`config.mk`:
```
export PLATFORM = sky130hd
export DESIGN_NAME = pipeCpu
export DESIGN_NICKNAME = d
export VERILOG_FILES = /design/src/rtl/cpuPkg.sv /design/src/rtl/hazardIf.sv /design/src/rtl/pipeReg.sv /design/src/rtl/regFile.sv /design/src/rtl/decodeUnit.sv /design/src/rtl/hazardUnit.sv /design/src/rtl/alu.sv /design/src/rtl/pipeCpu.sv
export SDC_FILE = /design/constraint.sdc
export NUM_CORES = 1
export LEC_CHECK = 0
export BUFFER_PORTS_ARGS = -buffer_cell sky130_fd_sc_hd__buf_2
export CAP_MARGIN = 20
export CORE_MARGIN = 1
export CORE_UTILIZATION = 63
export DETAILED_ROUTE_END_ITERATION = 7
export PLACE_DENSITY_LB_ADDON = 0.25
export SLEW_MARGIN = 30
export SYNTH_ARGS = -nofsm -noshare
export SYNTH_HDL_FRONTEND = slang
export SYNTH_SLANG_ARGS = --single-unit
```
`constraint.sdc`:
```
create_clock -name clk -period 15.39 [get_ports clk]
set_clock_uncertainty 0.05 [all_clocks]
set_input_delay 1.539 -clock clk [delete_from_list [all_inputs] [get_ports clk]]
set_output_delay 1.539 -clock clk [all_outputs]
set_load 0.01 [all_outputs]
```
`src/rtl/cpuPkg.sv`:
```
`default_nettype none

package cpuPkg;

    localparam int WordSize = 16;
    localparam int RegAddrW = 2;

    typedef enum logic [3:0] {
        opBne   = 4'd0,
        opBeq   = 4'd1,
        opAdi   = 4'd4,
        opLwd   = 4'd7,
        opSwd   = 4'd8,
        opJmp   = 4'd9,
        opRtype = 4'd15
    } opcode_t;

    typedef enum logic [5:0] {
        fnAdd = 6'd0,
        fnSub = 6'd1,
        fnAnd = 6'd2,
        fnOrr = 6'd3,
        fnWwd = 6'd28,
        fnHlt = 6'd29
    } funct_t;

    typedef enum logic [2:0] {
        aluAdd,
        aluSub,
        aluAnd,
        aluOr,
        aluPassA
    } aluOp_t;

    // fwdEx only feeds the decode stage
    typedef enum logic [1:0] {
        fwdNone,
        fwdExMem,
        fwdMemWb,
        fwdEx
    } fwdSel_t;

    // all fields active high, so zero means no effects
    typedef struct packed {
        logic   regWrite;
        logic   memRead;
        logic   memWrite;
        logic   memToReg;
        logic   aluSrcImm;
        logic   isWwd;
        logic   isHalt;
        logic   isBranch;
        logic   isJump;
        logic   retires;
        aluOp_t aluOp;
        logic   brEq;    // BEQ when set, BNE otherwise
    } ctrl_t;

    typedef struct packed {
        logic                valid;    // cleared by bubble, opcode 0 is BNE
        logic [WordSize-1:0] pc;
        logic [WordSize-1:0] instr;
    } ifId_t;

    typedef struct packed {
        ctrl_t               ctrl;
        logic [WordSize-1:0] pc;
        logic [WordSize-1:0] opA;
        logic [WordSize-1:0] opB;
        logic [WordSize-1:0] imm;
        logic [RegAddrW-1:0] rs;
        logic [RegAddrW-1:0] rt;
        logic [RegAddrW-1:0] rd;
    } idEx_t;

    typedef struct packed {
        ctrl_t               ctrl;
        logic [WordSize-1:0] aluResult;
        logic [WordSize-1:0] storeData;
        logic [WordSize-1:0] wwdData;
        logic [RegAddrW-1:0] rd;
    } exMem_t;

    typedef struct packed {
        ctrl_t               ctrl;
        logic [WordSize-1:0] aluResult;
        logic [WordSize-1:0] memData;
        logic [WordSize-1:0] wwdData;
        logic [RegAddrW-1:0] rd;
    } memWb_t;

endpackage

`default_nettype wire

```
`src/rtl/hazardIf.sv`:
```
`timescale 1ns/1ns
`default_nettype none

interface hazardIf
    import cpuPkg::*;
();
    logic    pcHold;
    logic    ifIdHold;
    logic    idExBubble;
    logic    ifIdFlush;
    fwdSel_t fwdIdA;      // decode operand sources
    fwdSel_t fwdIdB;
    fwdSel_t fwdExA;      // execute operand sources
    fwdSel_t fwdExB;

    modport ctrl (
        output pcHold, ifIdHold, idExBubble, ifIdFlush,
        output fwdIdA, fwdIdB, fwdExA, fwdExB
    );

    modport path (
        input pcHold, ifIdHold, idExBubble, ifIdFlush,
        input fwdIdA, fwdIdB, fwdExA, fwdExB
    );
endinterface

`default_nettype wire

```
`src/rtl/pipeReg.sv`:
```
`timescale 1ns/1ns
`default_nettype none

module pipeReg #(
    parameter type payload_t = logic
) (
    input  logic     clk,
    input  logic     rst,
    input  logic     hold,
    input  logic     bubble,
    input  payload_t d,
    output payload_t q
);

    // bubble wins over hold
    always_ff @(posedge clk) begin
        if (rst) begin
            q <= '0;
        end else if (bubble) begin
            q <= '0;    // zero control word, nothing happens downstream
        end else if (!hold) begin
            q <= d;
        end
    end

endmodule

`default_nettype wire

```
`src/rtl/regFile.sv`:
```
`timescale 1ns/1ns
`default_nettype none

module regFile
    import cpuPkg::*;
(
    input  logic                clk,
    input  logic                rst,
    input  logic [RegAddrW-1:0] rs,
    input  logic [RegAddrW-1:0] rt,
    output logic [WordSize-1:0] rdA,
    output logic [WordSize-1:0] rdB,
    input  logic [RegAddrW-1:0] wAddr,
    input  logic [WordSize-1:0] wData,
    input  logic                wEn
);

    logic [WordSize-1:0] regs [2**RegAddrW];

    always_ff @(posedge clk) begin
        if (rst) begin
            for (int i = 0; i < 2**RegAddrW; i++) begin
                regs[i] <= '0;
            end
        end else if (wEn) begin
            regs[wAddr] <= wData;
        end
    end

    // write-through so decode sees the writeback value this cycle
    assign rdA = (wEn && wAddr == rs) ? wData : regs[rs];
    assign rdB = (wEn && wAddr == rt) ? wData : regs[rt];

endmodule

`default_nettype wire

```
`src/rtl/decodeUnit.sv`:
```
`timescale 1ns/1ns
`default_nettype none

module decodeUnit
    import cpuPkg::*;
(
    input  logic [WordSize-1:0] instr,
    output ctrl_t               ctrl,
    output logic [RegAddrW-1:0] rs,
    output logic [RegAddrW-1:0] rt,
    output logic [RegAddrW-1:0] rd,
    output logic [WordSize-1:0] imm,
    output logic [11:0]         jumpTarget
);

    opcode_t opcode;
    funct_t  funct;

    assign opcode     = opcode_t'(instr[15:12]);
    assign funct      = funct_t'(instr[5:0]);
    assign rs         = instr[11:10];
    assign rt         = instr[9:8];
    assign imm        = {{(WordSize - 8){instr[7]}}, instr[7:0]};
    assign jumpTarget = instr[11:0];

    // R-type writes rd, ADI and LWD write rt
    assign rd = (opcode == opRtype) ? instr[7:6] : instr[9:8];

    always_comb begin
        ctrl = '0;
        case (opcode)
            opRtype: begin
                case (funct)
                    fnAdd, fnSub, fnAnd, fnOrr: begin
                        ctrl.regWrite = 1'b1;
                        ctrl.retires  = 1'b1;
                        case (funct)
                            fnSub:   ctrl.aluOp = aluSub;
                            fnAnd:   ctrl.aluOp = aluAnd;
                            fnOrr:   ctrl.aluOp = aluOr;
                            default: ctrl.aluOp = aluAdd;
                        endcase
                    end
                    fnWwd: begin
                        ctrl.isWwd   = 1'b1;
                        ctrl.aluOp   = aluPassA;    // rs value rides as the result
                        ctrl.retires = 1'b1;
                    end
                    fnHlt: begin
                        ctrl.isHalt  = 1'b1;
                        ctrl.retires = 1'b1;
                    end
                    default: ctrl = '0;
                endcase
            end
            opAdi: begin
                ctrl.regWrite  = 1'b1;
                ctrl.aluSrcImm = 1'b1;
                ctrl.retires   = 1'b1;
            end
            opLwd: begin
                ctrl.regWrite  = 1'b1;
                ctrl.memRead   = 1'b1;
                ctrl.memToReg  = 1'b1;
                ctrl.aluSrcImm = 1'b1;    // address is rs + imm
                ctrl.retires   = 1'b1;
            end
            opSwd: begin
                ctrl.memWrite  = 1'b1;
                ctrl.aluSrcImm = 1'b1;
                ctrl.retires   = 1'b1;
            end
            opBne, opBeq: begin
                ctrl.isBranch = 1'b1;
                ctrl.brEq     = (opcode == opBeq);
                ctrl.retires  = 1'b1;
            end
            opJmp: begin
                ctrl.isJump  = 1'b1;
                ctrl.retires = 1'b1;
            end
            default: ctrl = '0;    // unknown opcode does nothing
        endcase
    end

endmodule

`default_nettype wire

```
`src/rtl/hazardUnit.sv`:
```
`timescale 1ns/1ns
`default_nettype none

module hazardUnit
    import cpuPkg::*;
(
    hazardIf.ctrl              hz,
    input  ctrl_t               idCtrl,
    input  logic [RegAddrW-1:0] idRs,
    input  logic [RegAddrW-1:0] idRt,
    input  ctrl_t               exCtrl,
    input  logic [RegAddrW-1:0] exRd,
    input  logic [RegAddrW-1:0] exRs,
    input  logic [RegAddrW-1:0] exRt,
    input  ctrl_t               memCtrl,
    input  logic [RegAddrW-1:0] memRd,
    input  ctrl_t               wbCtrl,
    input  logic [RegAddrW-1:0] wbRd,
    input  logic                branchTaken
);

    logic useRs;
    logic useRt;
    logic loadUse;
    logic branchSrc;
    logic haltInFlight;
    logic stall;

    // nearest older writer wins
    function automatic fwdSel_t exSource(input logic [RegAddrW-1:0] src);
        if (memCtrl.regWrite && memRd == src)
            return fwdExMem;
        if (wbCtrl.regWrite && wbRd == src)
            return fwdMemWb;
        return fwdNone;
    endfunction

    // writeback is covered by the register file bypass
    function automatic fwdSel_t idSource(input logic [RegAddrW-1:0] src);
        if (exCtrl.regWrite && exRd == src)
            return fwdEx;
        if (memCtrl.regWrite && !memCtrl.memRead && memRd == src)
            return fwdExMem;
        return fwdNone;
    endfunction

    // which source fields the ID instruction really reads
    assign useRs = idCtrl.retires && !idCtrl.isJump && !idCtrl.isHalt;
    assign useRt = useRs && !idCtrl.isWwd && (!idCtrl.aluSrcImm || idCtrl.memWrite);

    assign loadUse = exCtrl.memRead
                  && ((useRs && exRd == idRs) || (useRt && exRd == idRt));

    assign branchSrc = idCtrl.isBranch
                    && ((exCtrl.regWrite && (exRd == idRs || exRd == idRt))
                     || (memCtrl.memRead && (memRd == idRs || memRd == idRt)));

    assign stall        = loadUse || branchSrc;
    assign haltInFlight = exCtrl.isHalt || memCtrl.isHalt || wbCtrl.isHalt;

    always_comb begin
        hz.pcHold     = stall || idCtrl.isHalt || haltInFlight;
        hz.ifIdHold   = stall;
        hz.idExBubble = stall;
        // a stalled branch has stale operands, so no redirect yet
        hz.ifIdFlush  = haltInFlight
                     || (!stall && (branchTaken || idCtrl.isJump || idCtrl.isHalt));
        hz.fwdExA     = exSource(exRs);
        hz.fwdExB     = exSource(exRt);
        hz.fwdIdA     = idSource(idRs);
        hz.fwdIdB     = idSource(idRt);
    end

endmodule

`default_nettype wire

```
`src/rtl/alu.sv`:
```
`timescale 1ns/1ns
`default_nettype none

module alu
    import cpuPkg::*;
(
    input  logic [WordSize-1:0] a,
    input  logic [WordSize-1:0] b,
    input  aluOp_t              op,
    output logic [WordSize-1:0] result
);

    // plain wrap-around arithmetic, no flags
    always_comb begin
        case (op)
            aluAdd:   result = a + b;
            aluSub:   result = a - b;
            aluAnd:   result = a & b;
            aluOr:    result = a | b;
            aluPassA: result = a;    // WWD
            default:  result = '0;
        endcase
    end

endmodule

`default_nettype wire

```
`src/rtl/pipeCpu.sv`:
```
`timescale 1ns/1ns
`default_nettype none

module pipeCpu
    import cpuPkg::*;
(
    input  logic                clk,
    input  logic                rst,
    output logic [WordSize-1:0] iAddr,
    input  logic [WordSize-1:0] iData,
    output logic [WordSize-1:0] dAddr,
    output logic [WordSize-1:0] dWriteData,
    input  logic [WordSize-1:0] dReadData,
    output logic                dRead,
    output logic                dWrite,
    output logic [WordSize-1:0] outputPort,
    output logic                outputValid,
    output logic [WordSize-1:0] retireCount,
    output logic                halted
);

    hazardIf hz ();

    logic [WordSize-1:0] pc;
    logic [WordSize-1:0] pcNext;
    logic [WordSize-1:0] brTarget;
    logic [11:0]         jumpTarget;
    logic                branchTaken;

    ifId_t  ifIdD;
    ifId_t  ifIdQ;
    idEx_t  idExD;
    idEx_t  idExQ;
    exMem_t exMemD;
    exMem_t exMemQ;
    memWb_t memWbD;
    memWb_t memWbQ;

    ctrl_t               decCtrl;
    ctrl_t               idCtrl;
    logic [RegAddrW-1:0] idRs;
    logic [RegAddrW-1:0] idRt;
    logic [RegAddrW-1:0] idRd;
    logic [WordSize-1:0] idImm;
    logic [WordSize-1:0] rfA;
    logic [WordSize-1:0] rfB;
    logic [WordSize-1:0] idA;
    logic [WordSize-1:0] idB;
    logic [WordSize-1:0] exA;
    logic [WordSize-1:0] exB;
    logic [WordSize-1:0] aluB;
    logic [WordSize-1:0] aluResult;
    logic [WordSize-1:0] wbData;

    // decode operand mux picking the newest value
    function automatic logic [WordSize-1:0] pickOperand(
        input fwdSel_t             sel,
        input logic [WordSize-1:0] raw,
        input logic [WordSize-1:0] exVal,
        input logic [WordSize-1:0] memVal,
        input logic [WordSize-1:0] wbVal
    );
        case (sel)
            fwdEx:    return exVal;
            fwdExMem: return memVal;
            fwdMemWb: return wbVal;
            default:  return raw;
        endcase
    endfunction

    // fetch
    always_comb begin
        if (hz.pcHold || halted)
            pcNext = pc;
        else if (branchTaken)
            pcNext = brTarget;
        else if (idCtrl.isJump)
            pcNext = {ifIdQ.pc[WordSize-1:12], jumpTarget};
        else
            pcNext = pc + WordSize'(1);
    end

    always_ff @(posedge clk) begin
        if (rst)
            pc <= '0;
        else
            pc <= pcNext;
    end

    assign iAddr = pc;
    assign ifIdD = '{valid: 1'b1, pc: pc, instr: iData};

    pipeReg #(.payload_t(ifId_t)) ifIdReg (
        .clk    (clk),
        .rst    (rst),
        .hold   (hz.ifIdHold),
        .bubble (hz.ifIdFlush || halted),    // nothing new enters after halt
        .d      (ifIdD),
        .q      (ifIdQ)
    );

    // decode
    decodeUnit decoder (
        .instr      (ifIdQ.instr),
        .ctrl       (decCtrl),
        .rs         (idRs),
        .rt         (idRt),
        .rd         (idRd),
        .imm        (idImm),
        .jumpTarget (jumpTarget)
    );

    assign idCtrl = ifIdQ.valid ? decCtrl : '0;

    regFile regs (
        .clk   (clk),
        .rst   (rst),
        .rs    (idRs),
        .rt    (idRt),
        .rdA   (rfA),
        .rdB   (rfB),
        .wAddr (memWbQ.rd),
        .wData (wbData),
        .wEn   (memWbQ.ctrl.regWrite)
    );

    assign idA = pickOperand(hz.fwdIdA, rfA, aluResult, exMemQ.aluResult, wbData);
    assign idB = pickOperand(hz.fwdIdB, rfB, aluResult, exMemQ.aluResult, wbData);

    // branches resolve here and cost one bubble when taken
    assign brTarget    = ifIdQ.pc + WordSize'(1) + idImm;
    assign branchTaken = idCtrl.isBranch && (idCtrl.brEq ? (idA == idB) : (idA != idB));

    hazardUnit hazard (
        .hz          (hz.ctrl),
        .idCtrl      (idCtrl),
        .idRs        (idRs),
        .idRt        (idRt),
        .exCtrl      (idExQ.ctrl),
        .exRd        (idExQ.rd),
        .exRs        (idExQ.rs),
        .exRt        (idExQ.rt),
        .memCtrl     (exMemQ.ctrl),
        .memRd       (exMemQ.rd),
        .wbCtrl      (memWbQ.ctrl),
        .wbRd        (memWbQ.rd),
        .branchTaken (branchTaken)
    );

    assign idExD = '{ctrl: idCtrl, pc: ifIdQ.pc, opA: idA, opB: idB, imm: idImm,
                     rs: idRs, rt: idRt, rd: idRd};

    pipeReg #(.payload_t(idEx_t)) idExReg (
        .clk    (clk),
        .rst    (rst),
        .hold   (1'b0),
        .bubble (hz.idExBubble),
        .d      (idExD),
        .q      (idExQ)
    );

    // execute
    assign exA  = (hz.fwdExA == fwdExMem) ? exMemQ.aluResult :
                  (hz.fwdExA == fwdMemWb) ? wbData : idExQ.opA;
    assign exB  = (hz.fwdExB == fwdExMem) ? exMemQ.aluResult :
                  (hz.fwdExB == fwdMemWb) ? wbData : idExQ.opB;
    assign aluB = idExQ.ctrl.aluSrcImm ? idExQ.imm : exB;

    alu aluEx (
        .a      (exA),
        .b      (aluB),
        .op     (idExQ.ctrl.aluOp),
        .result (aluResult)
    );

    assign exMemD = '{ctrl: idExQ.ctrl, aluResult: aluResult, storeData: exB,
                      wwdData: exA, rd: idExQ.rd};

    pipeReg #(.payload_t(exMem_t)) exMemReg (
        .clk    (clk),
        .rst    (rst),
        .hold   (1'b0),
        .bubble (1'b0),
        .d      (exMemD),
        .q      (exMemQ)
    );

    // memory strobes last exactly one cycle
    assign dAddr      = exMemQ.aluResult;
    assign dWriteData = exMemQ.storeData;
    assign dRead      = exMemQ.ctrl.memRead;
    assign dWrite     = exMemQ.ctrl.memWrite;

    assign memWbD = '{ctrl: exMemQ.ctrl, aluResult: exMemQ.aluResult, memData: dReadData,
                      wwdData: exMemQ.wwdData, rd: exMemQ.rd};

    pipeReg #(.payload_t(memWb_t)) memWbReg (
        .clk    (clk),
        .rst    (rst),
        .hold   (1'b0),
        .bubble (1'b0),
        .d      (memWbD),
        .q      (memWbQ)
    );

    // writeback
    assign wbData      = memWbQ.ctrl.memToReg ? memWbQ.memData : memWbQ.aluResult;
    assign outputPort  = memWbQ.wwdData;
    assign outputValid = memWbQ.ctrl.isWwd;

    always_ff @(posedge clk) begin
        if (rst) begin
            retireCount <= '0;
            halted      <= 1'b0;
        end else begin
            if (memWbQ.ctrl.retires)
                retireCount <= retireCount + WordSize'(1);
            if (memWbQ.ctrl.isHalt)
                halted <= 1'b1;    // sticky until reset
        end
    end

endmodule

`default_nettype wire

```
# Word level (Yosys, flattened, before mapping)
# Memories as Yosys holds them, arrays and structs flattened. A register that Yosys moved wholly into a read port is not among the register bits.
# Cells that the tools add are included.
[op_classes]
addsub = 6
n_eq_ne = 37
mux = 72
bitwise = 4
reduce_logical = 58
[ops]
columns = ["cell", "count"]
rows = [
  ["$mux 16", 11],
  ["$pmux 16 s3", 2],
  ["$pmux 16 s5", 1],
  ["$add 16x1->16 const B", 3],
  ["$mux 2", 23],
  ["$add 16x16->16", 2],
  ["$mux 1", 29],
  ["$logic_and 1x1->1", 23],
  ["$eq 2x2->1", 10],
  ["$and 16x16->16", 1],
  ["$eq 16x16->1", 1],
  ["$ne 16x16->1", 1],
  ["$or 16x16->16", 1],
  ["$reduce_or 16->1", 1],
  ["$sub 16x16->16", 1],
  ["$logic_or 1x1->1", 15],
  ["$eq 2x2->1 const B", 6],
  ["$eq 4x4->1 const B", 3],
  ["$eq 6x2->1 const B", 2],
  ["$eq 6x5->1 const B", 2],
  ["$mux 12", 1],
  ["$reduce_or 6->1", 2],
  ["$eq 2x1->1 const B", 4],
  ["$eq 4x3->1 const B", 2],
  ["other kinds (17)", 30],
]
[totals]
register_bits = 233
mem_bits_rw = 64
input_bits = 34
output_inout_bits = 84
wordCells = 217
memories = 1
[mem_list]
columns = ["name", "depth", "width", "read_ports", "rd_clocked_by_memory_dff", "wr", "line", "text"]
rows = [
  ["regs.regs", 4, 16, 2, 2, 4, "regFile.sv:18", "logic [WordSize-1:0] regs [2**RegAddrW];"],
]

# Longest topological paths before layout
[depth]
depth_word = 23
depth_mapped = 29
depth_no_buf = 25

# Cells and area by module
# Synthesis repeated with hierarchy kept, for this count alone.
[hier_totals]
hier_cells = 1994
hier_area_um2 = 20200.6
[modules_own_cells]
columns = ["module", "n_inst", "cells_each", "area_each_um2", "seq_area_each_um2"]
rows = [
  ["pipeCpu", 1, 639, 4977.3, 660.6],
  ["pipeReg at exMemReg ...", 2, 207, 2348.5, 1281.2],
  ["regFile", 1, 221, 3842.4, 1921.8],
  ["pipeReg at idExReg", 1, 272, 3093.0, 1681.6],
  ["alu", 1, 233, 1572.8, 0.0],
  ["pipeReg at ifIdReg", 1, 108, 1218.7, 660.6],
  ["decodeUnit", 1, 62, 483.0, 0.0],
  ["hazardUnit", 1, 45, 316.6, 0.0],
]

# Worst setup path before layout
# No wires, ideal clock.
[synth_timing]
kind = "register -> register"
from = "register exMemReg.q[1] in the netlist's numbering"
to = "register with a tool-made name"
setup_time_ps = 81
t_arrival_ps = 5722
required_time_ps = 15259
setup_slack_ps = 9537
stages_incl_launch_ff = 30
path_buffers = 4
period_less_slack_ps = 5853
path_cell_list = "dfxtp_1 > buf_2 > xor2_1 > nor3_2 > buf_6 > buf_6 > o311ai_0 > nand2_1 > ha_1 > nand3_1 > nor3b_1 > and3b_1 > nand4b_1 > nand2_1 > xnor2_1 > ha_1 > a21oi_1 > a21boi_0 > a31oi_1 > o21ai_0 > o21a_1 > a31o_1 > or4b_4 > nor2_2 > mux2i_1 > nand4_1 > o31ai_4 > a31oi_4 > buf_6 > nor3_2"
[synth_rtl]
columns = ["item", "line", "text"]
rows = [
  ["from (decl)", "pipeReg.sv:12", "output payload_t q"],
  ["from (signal assigned)", "pipeReg.sv:18", "q <= '0;"],
  ["from (signal assigned)", "pipeReg.sv:20", "q <= '0;"],
  ["from (signal assigned)", "pipeReg.sv:22", "q <= d;"],
]

# Final worst setup path
[layout_timing]
from = "register memWbReg.q[63] in the netlist's numbering"
to = "register pc[6], in the netlist iAddr[6]"
[layout_via]
elab_chain_len = 16
word_cells_on_any_way = 37
cone_classes = "add/sub (2); eq/ne (6); mux (22); bitwise (2); reduce/logical (5)"
[layout_lines]
columns = ["item", "line", "text"]
rows = [
  ["from (decl)", "pipeReg.sv:12", ""],
  ["from (signal assigned)", "pipeReg.sv:18", ""],
  ["from (signal assigned)", "pipeReg.sv:20", ""],
  ["from (signal assigned)", "pipeReg.sv:22", ""],
  ["$logic_and 1x1->1", "hazardUnit.sv:33", "if (wbCtrl.regWrite && wbRd == src)"],
  ["$mux 1 (2 in series)", "hazardUnit.sv:33", ""],
  ["$mux 2", "hazardUnit.sv:35", "return fwdNone;"],
  ["$mux 2", "hazardUnit.sv:33", ""],
  ["$eq 2x2->1", "pipeCpu.sv:166", "(hz.fwdExB == fwdMemWb) ? wbData : idExQ.opB;"],
  ["$mux 16", "pipeCpu.sv:166", ""],
  ["$mux 16", "pipeCpu.sv:165", "assign exB = (hz.fwdExB == fwdExMem) ? exMemQ.aluResult :"],
  ["$mux 16", "pipeCpu.sv:167", "assign aluB = idExQ.ctrl.aluSrcImm ? idExQ.imm : exB;"],
  ["$sub 16x16->16, or another cell as far along", "alu.sv:17", "aluSub: result = a - b;"],
  ["$pmux 16 s5", "alu.sv:15", "case (op)"],
  ["$pmux 16 s3", "pipeCpu.sv:63", "case (sel)"],
  ["$ne 16x16->1 / $eq 16x16->1 (equally long branches)", "pipeCpu.sv:132", "assign branchTaken = idCtrl.isBranch && (idCtrl.brEq ? (idA == idB) : (idA != idB));"],
  ["$mux 1 *", "pipeCpu.sv:132", ""],
  ["$logic_and 1x1->1 *", "pipeCpu.sv:132", ""],
  ["$mux 16 *", "pipeCpu.sv:75", "else if (branchTaken)"],
  ["to (signal assigned)", "pipeCpu.sv:87", "pc <= pcNext;"],
  ["to (decl)", "pipeCpu.sv:24", "logic [WordSize-1:0] pc;"],
]
# Mark *: on every way between the ends. The rest lies on a longest branch, timed or not. The select of a mux whose other input is x is not followed.
# A chain may end at the register's enable or synchronous reset.

==> metrics.log <==
INFO  metric finish.net_count = 1964
INFO  metric cts_max_path_buffers = 3
INFO  metric drv_cap = 0
INFO  metric power.share.clock = between 30% and 40%
INFO  metric grt_setup_unrepaired = false
INFO  metric status = completed
INFO  metric worst_skew_pair.late_latency = 0.52 ns
INFO  metric timing.critical_path.arrival = approximately 8 ns
INFO  metric synth_xor_area_share = 5.49%
INFO  metric slew-limit-headroom = 33.3%
INFO  metric final-hold-violation-count = 0
INFO  metric fp.dieArea = 28200 sq um
INFO  metric worst_hold_startpoint = exMemReg.q[3]
INFO  metric p_per_area = 122 nW/um^2
INFO  metric final_core_utilization = 69.9%
INFO  metric num_antenna_cells = 0
INFO  metric beginning_of_the_worst_register_to_register_path = memWbReg.q[63]
INFO  metric p_leak = 7.34 nW
INFO  metric slew_violations = 0
INFO  metric num_io_pins = 118
INFO  metric hp-class = reg2reg
INFO  metric tritoncts.num_buffers = 34
INFO  metric synth-compound-area-share = 16.4%
INFO  metric post_cts_hold_buffer_count = 0
INFO  metric grt_first_pass_wirelength = 77500 um
INFO  metric synth.yosys.warnings = 0
INFO  metric cts.sinks = 301
INFO  metric final_common_cell = sky130_fd_sc_hd__dfxtp_1
INFO  metric tightestPinTransition = just under 1 ns
INFO  metric route.final.wire_length = between 40000 and 50000 um
INFO  metric ys_dominant_reg_cell = sky130_fd_sc_hd__dfxtp_1
INFO  metric layout.cells.most_common_list = sky130_fd_sc_hd__dfxtp_1, sky130_fd_sc_hd__nor2_1, sky130_fd_sc_hd__a21oi_1
INFO  metric top_cell_type_by_total_area_after_synthesis = sky130_fd_sc_hd__dfxtp_1
INFO  metric grt_antenna_before_repair = 0
INFO  metric first_global_vias = 13900
INFO  metric cts_tree = done
INFO  metric post-layout-total-power = 2.30 mW
INFO  metric synth_enable_flop_cells = 64
INFO  metric reg2reg_depth = 24
INFO  metric syn2layout_area_growth = 8.57%
INFO  metric power.net_switching = 737 uW
INFO  metric yosys.area_share.simple = 21.1%
INFO  metric critPathCaptureType = register
INFO  metric start_util = between 60% and 70%
INFO  metric post_synthesis_net_count = roughly 2000
INFO  metric hpwlAfterDp = approximately 35000 um
INFO  metric floorplan.die.height = 168 um
INFO  metric port_buffers = 117
INFO  metric syn_area_per_cell = 9.18 sq um
INFO  metric seq_pwr_share = 40.5%
INFO  metric cts.root.buffer_cell = sky130_fd_sc_hd__clkbuf_16
INFO  metric min_path_cells = 1
INFO  metric cts.clk_slew.worst_paths = 0.06 ns
INFO  metric core_region_area = 27000 sq um
INFO  metric setup.worst_path.class = reg2reg
INFO  metric reg2reg_to = iAddr[6]
INFO  metric netSwitchingFraction = 32.0%
INFO  metric global_route.usage.total = 34.9%
INFO  metric combinational_family_with_the_most_area_after_synthesis = simple AND/OR/NAND/NOR gates
INFO  metric fmax = between 0.1 and 0.15 GHz
INFO  metric drtPass1Iterations = 6
INFO  metric synth_seq_area_share = around two fifths
INFO  metric worstPathRequired = 15.76 ns
INFO  metric drt_iter0_markers = 1936
INFO  metric layout-drive-gt1-share = approximately 17%
INFO  metric count_of_cells_resized_by_post_cts_repair = 0
INFO  metric nFillCells = 2089
INFO  metric post-route-min-period = 7.79 ns
INFO  metric regToRegSetupSlack = roughly 7.6 ns
INFO  metric grt_start_max_net_pins = 91
INFO  metric yosysTopAreaCellShare = 27.4%
INFO  metric routed_wire_length_per_instance = between 20 and 25 um
INFO  metric power.combinational.fraction = approximately 23%
INFO  metric worstSetupStartpointType = register
INFO  metric postSynthRegisterBits = around 300
INFO  metric postCtsSetupBuffers = 0
INFO  metric internal_power = 1.57 mW
INFO  metric placementRows = 60
INFO  metric grt_overflow_total = 0
INFO  metric dieWidth = about 170 um
INFO  metric synth_top_cells_by_area = sky130_fd_sc_hd__dfxtp_1, sky130_fd_sc_hd__edfxtp_1, sky130_fd_sc_hd__nor2_1, sky130_fd_sc_hd__mux4_2, sky130_fd_sc_hd__mux2i_1
INFO  metric synthesis.instances = 1890
INFO  metric period_share = between 50% and 60%
INFO  metric yosys.area_share.adder = 2.81%
INFO  metric synth_mux_area_share = 9.20%
INFO  metric setup_viol = 0
INFO  metric worst_ir_drop_vdd = 0.133 mV
INFO  metric via_count = 14800
INFO  metric vias_per_cell = 6.55
INFO  metric whs_endpoint = memWbReg.q[3]
INFO  metric ant_nets = 0
INFO  metric post_synth_num_cell_types = 95
INFO  metric syn_area = 17300 sq um
INFO  metric ctsHtreeMaxLevel = 2
INFO  metric final.setup.tns = 0 ns
INFO  metric ys_async_sr_fraction = 0%
INFO  metric critical_path_peak_fanout = 44
INFO  metric gp_congestion = between 1 and 1.5
INFO  metric drc = 0
INFO  metric worst_setup_path_startpoint = memWbReg.q[63]
## final cells by class
| type | count | area [sq um] | share of cell area, % |
|---|---|---|---|
| clock buffers | 49 | 1040 | 5.52 |
| clock inverters | 12 | 128 | 0.678 |
| repair buffers | 149 | 845 | 4.49 |
| well taps | 341 | 427 | 2.27 |
| flip-flops and latches | 301 | 6670 | 35.4 |
| multi-input cells | 1375 | 9610 | 51.0 |
| inverters | 32 | 120 | 0.638 |
## how the worst max path moves through the flow
stage / to / slack, ns
final: iAddr[6] / 7.60
after global routing: iAddr[4] / 7.19
after CTS: ifIdReg.q[31] / 7.80
after detailed placement: ifIdReg.q[16] / 7.85
after global placement: ifIdReg.q[15] / 7.92
after floorplan: register / 9.54
## metal layers
layer	global-route usage (%)	part of all wire (%)
met5	0	0
met4	13.9	4.0
met1	47.6	40
met3	7.01	11
met2	54.6	45
## state kept, by name (all words and copies together), names as in the netlist, named ones only
name	count
iAddr	16
memWbReg.q	55
retireCount	16
halted	1
ifIdReg.q	33
regs.regs	64
exMemReg.q	56
idExReg.q	56
## power groups by stage
stage	clock network [mW]	registers [mW]	logic, mW
final	0.838	0.934	0.532
after floorplan	0	0.910	0.389
after global routing	0.879	0.937	0.569
after detailed placement	0	0.945	0.512
after CTS	0.845	0.929	0.516
after global placement	0	0.943	0.505
## Yosys cell counts, drive strengths merged (6+ instances only)
library cell,n
a211oi,13
a21o,14
a21oi,120
a22o,11
a22oi,6
a311oi,13
a31o,6
a31oi,38
and2,25
and3,20
and4,8
buf,110
clkbuf,72
dfxtp,237
edfxtp,64
ha,35
inv,32
mux2,14
mux2i,69
mux4,32
nand2,114
nand2b,15
nand3,19
nand4,44
nor2,229
nor2b,96
nor3,50
nor4,31
o2111ai,6
o211ai,19
o21a,6
o21ai,69
o22ai,8
o311ai,10
o31ai,37
or2,7
or3,16
xnor2,45
xor2,62
## cells by family (layout without fill, tap and decap cells)
family	after synthesis	after routing
XOR/XNOR	107	107
flip-flops	301	301
buffers and inverters	214	242
adder cells (fa/ha/maj)	38	38
multiplexers	115	115
AND/OR/NAND/NOR	694	694
AO/OA/AOI/OAI	421	421
## critical path: stages, from the launching register on
cell and delay [ns]:
sky130_fd_sc_hd__dfxtp_1 0.31, sky130_fd_sc_hd__buf_4 0.40, sky130_fd_sc_hd__inv_1 0.58, sky130_fd_sc_hd__nor4_1 0.54, sky130_fd_sc_hd__o311ai_1 0.22, sky130_fd_sc_hd__o22ai_1 0.30
sky130_fd_sc_hd__nand3_1 0.13, sky130_fd_sc_hd__nor3b_1 0.31, sky130_fd_sc_hd__and3b_1 0.23, sky130_fd_sc_hd__nand4b_1 0.12, sky130_fd_sc_hd__nand2_1 0.10, sky130_fd_sc_hd__xnor2_1 0.07
sky130_fd_sc_hd__ha_1 0.35, sky130_fd_sc_hd__a21oi_1 0.24, sky130_fd_sc_hd__nand2_1 0.07, sky130_fd_sc_hd__o21ai_0 0.60, sky130_fd_sc_hd__xnor2_1 0.18, sky130_fd_sc_hd__a21oi_1 0.46
sky130_fd_sc_hd__o21a_1 0.21, sky130_fd_sc_hd__xnor2_1 0.08, sky130_fd_sc_hd__o31ai_1 0.55, sky130_fd_sc_hd__nand4_1 0.32, sky130_fd_sc_hd__nor4_4 0.79, sky130_fd_sc_hd__o31ai_1 0.20
sky130_fd_sc_hd__a311oi_2 0.28
## metrics by stage
| stage | area (sq um) | worst slack (ns) | hold WS [ns] | std cells |
|---|---|---|---|---|
| 3_5_place_dp | 17600 | 7.85 | 0.373 | 2197 |
| 4_1_cts | 18800 | 7.80 | 0.385 | 2258 |
| 2_1_floorplan | 17300 | 9.54 | 0.364 | 1890 |
| 3_3_place_gp | 17600 | 7.92 | 0.369 | 2197 |
| 6_report | 18800 | 7.60 | 0.370 | 2259 |
| 5_1_grt | 18800 | 7.19 | 0.399 | 2259 |
Note: power is estimated with default switching activity, not from simulation.
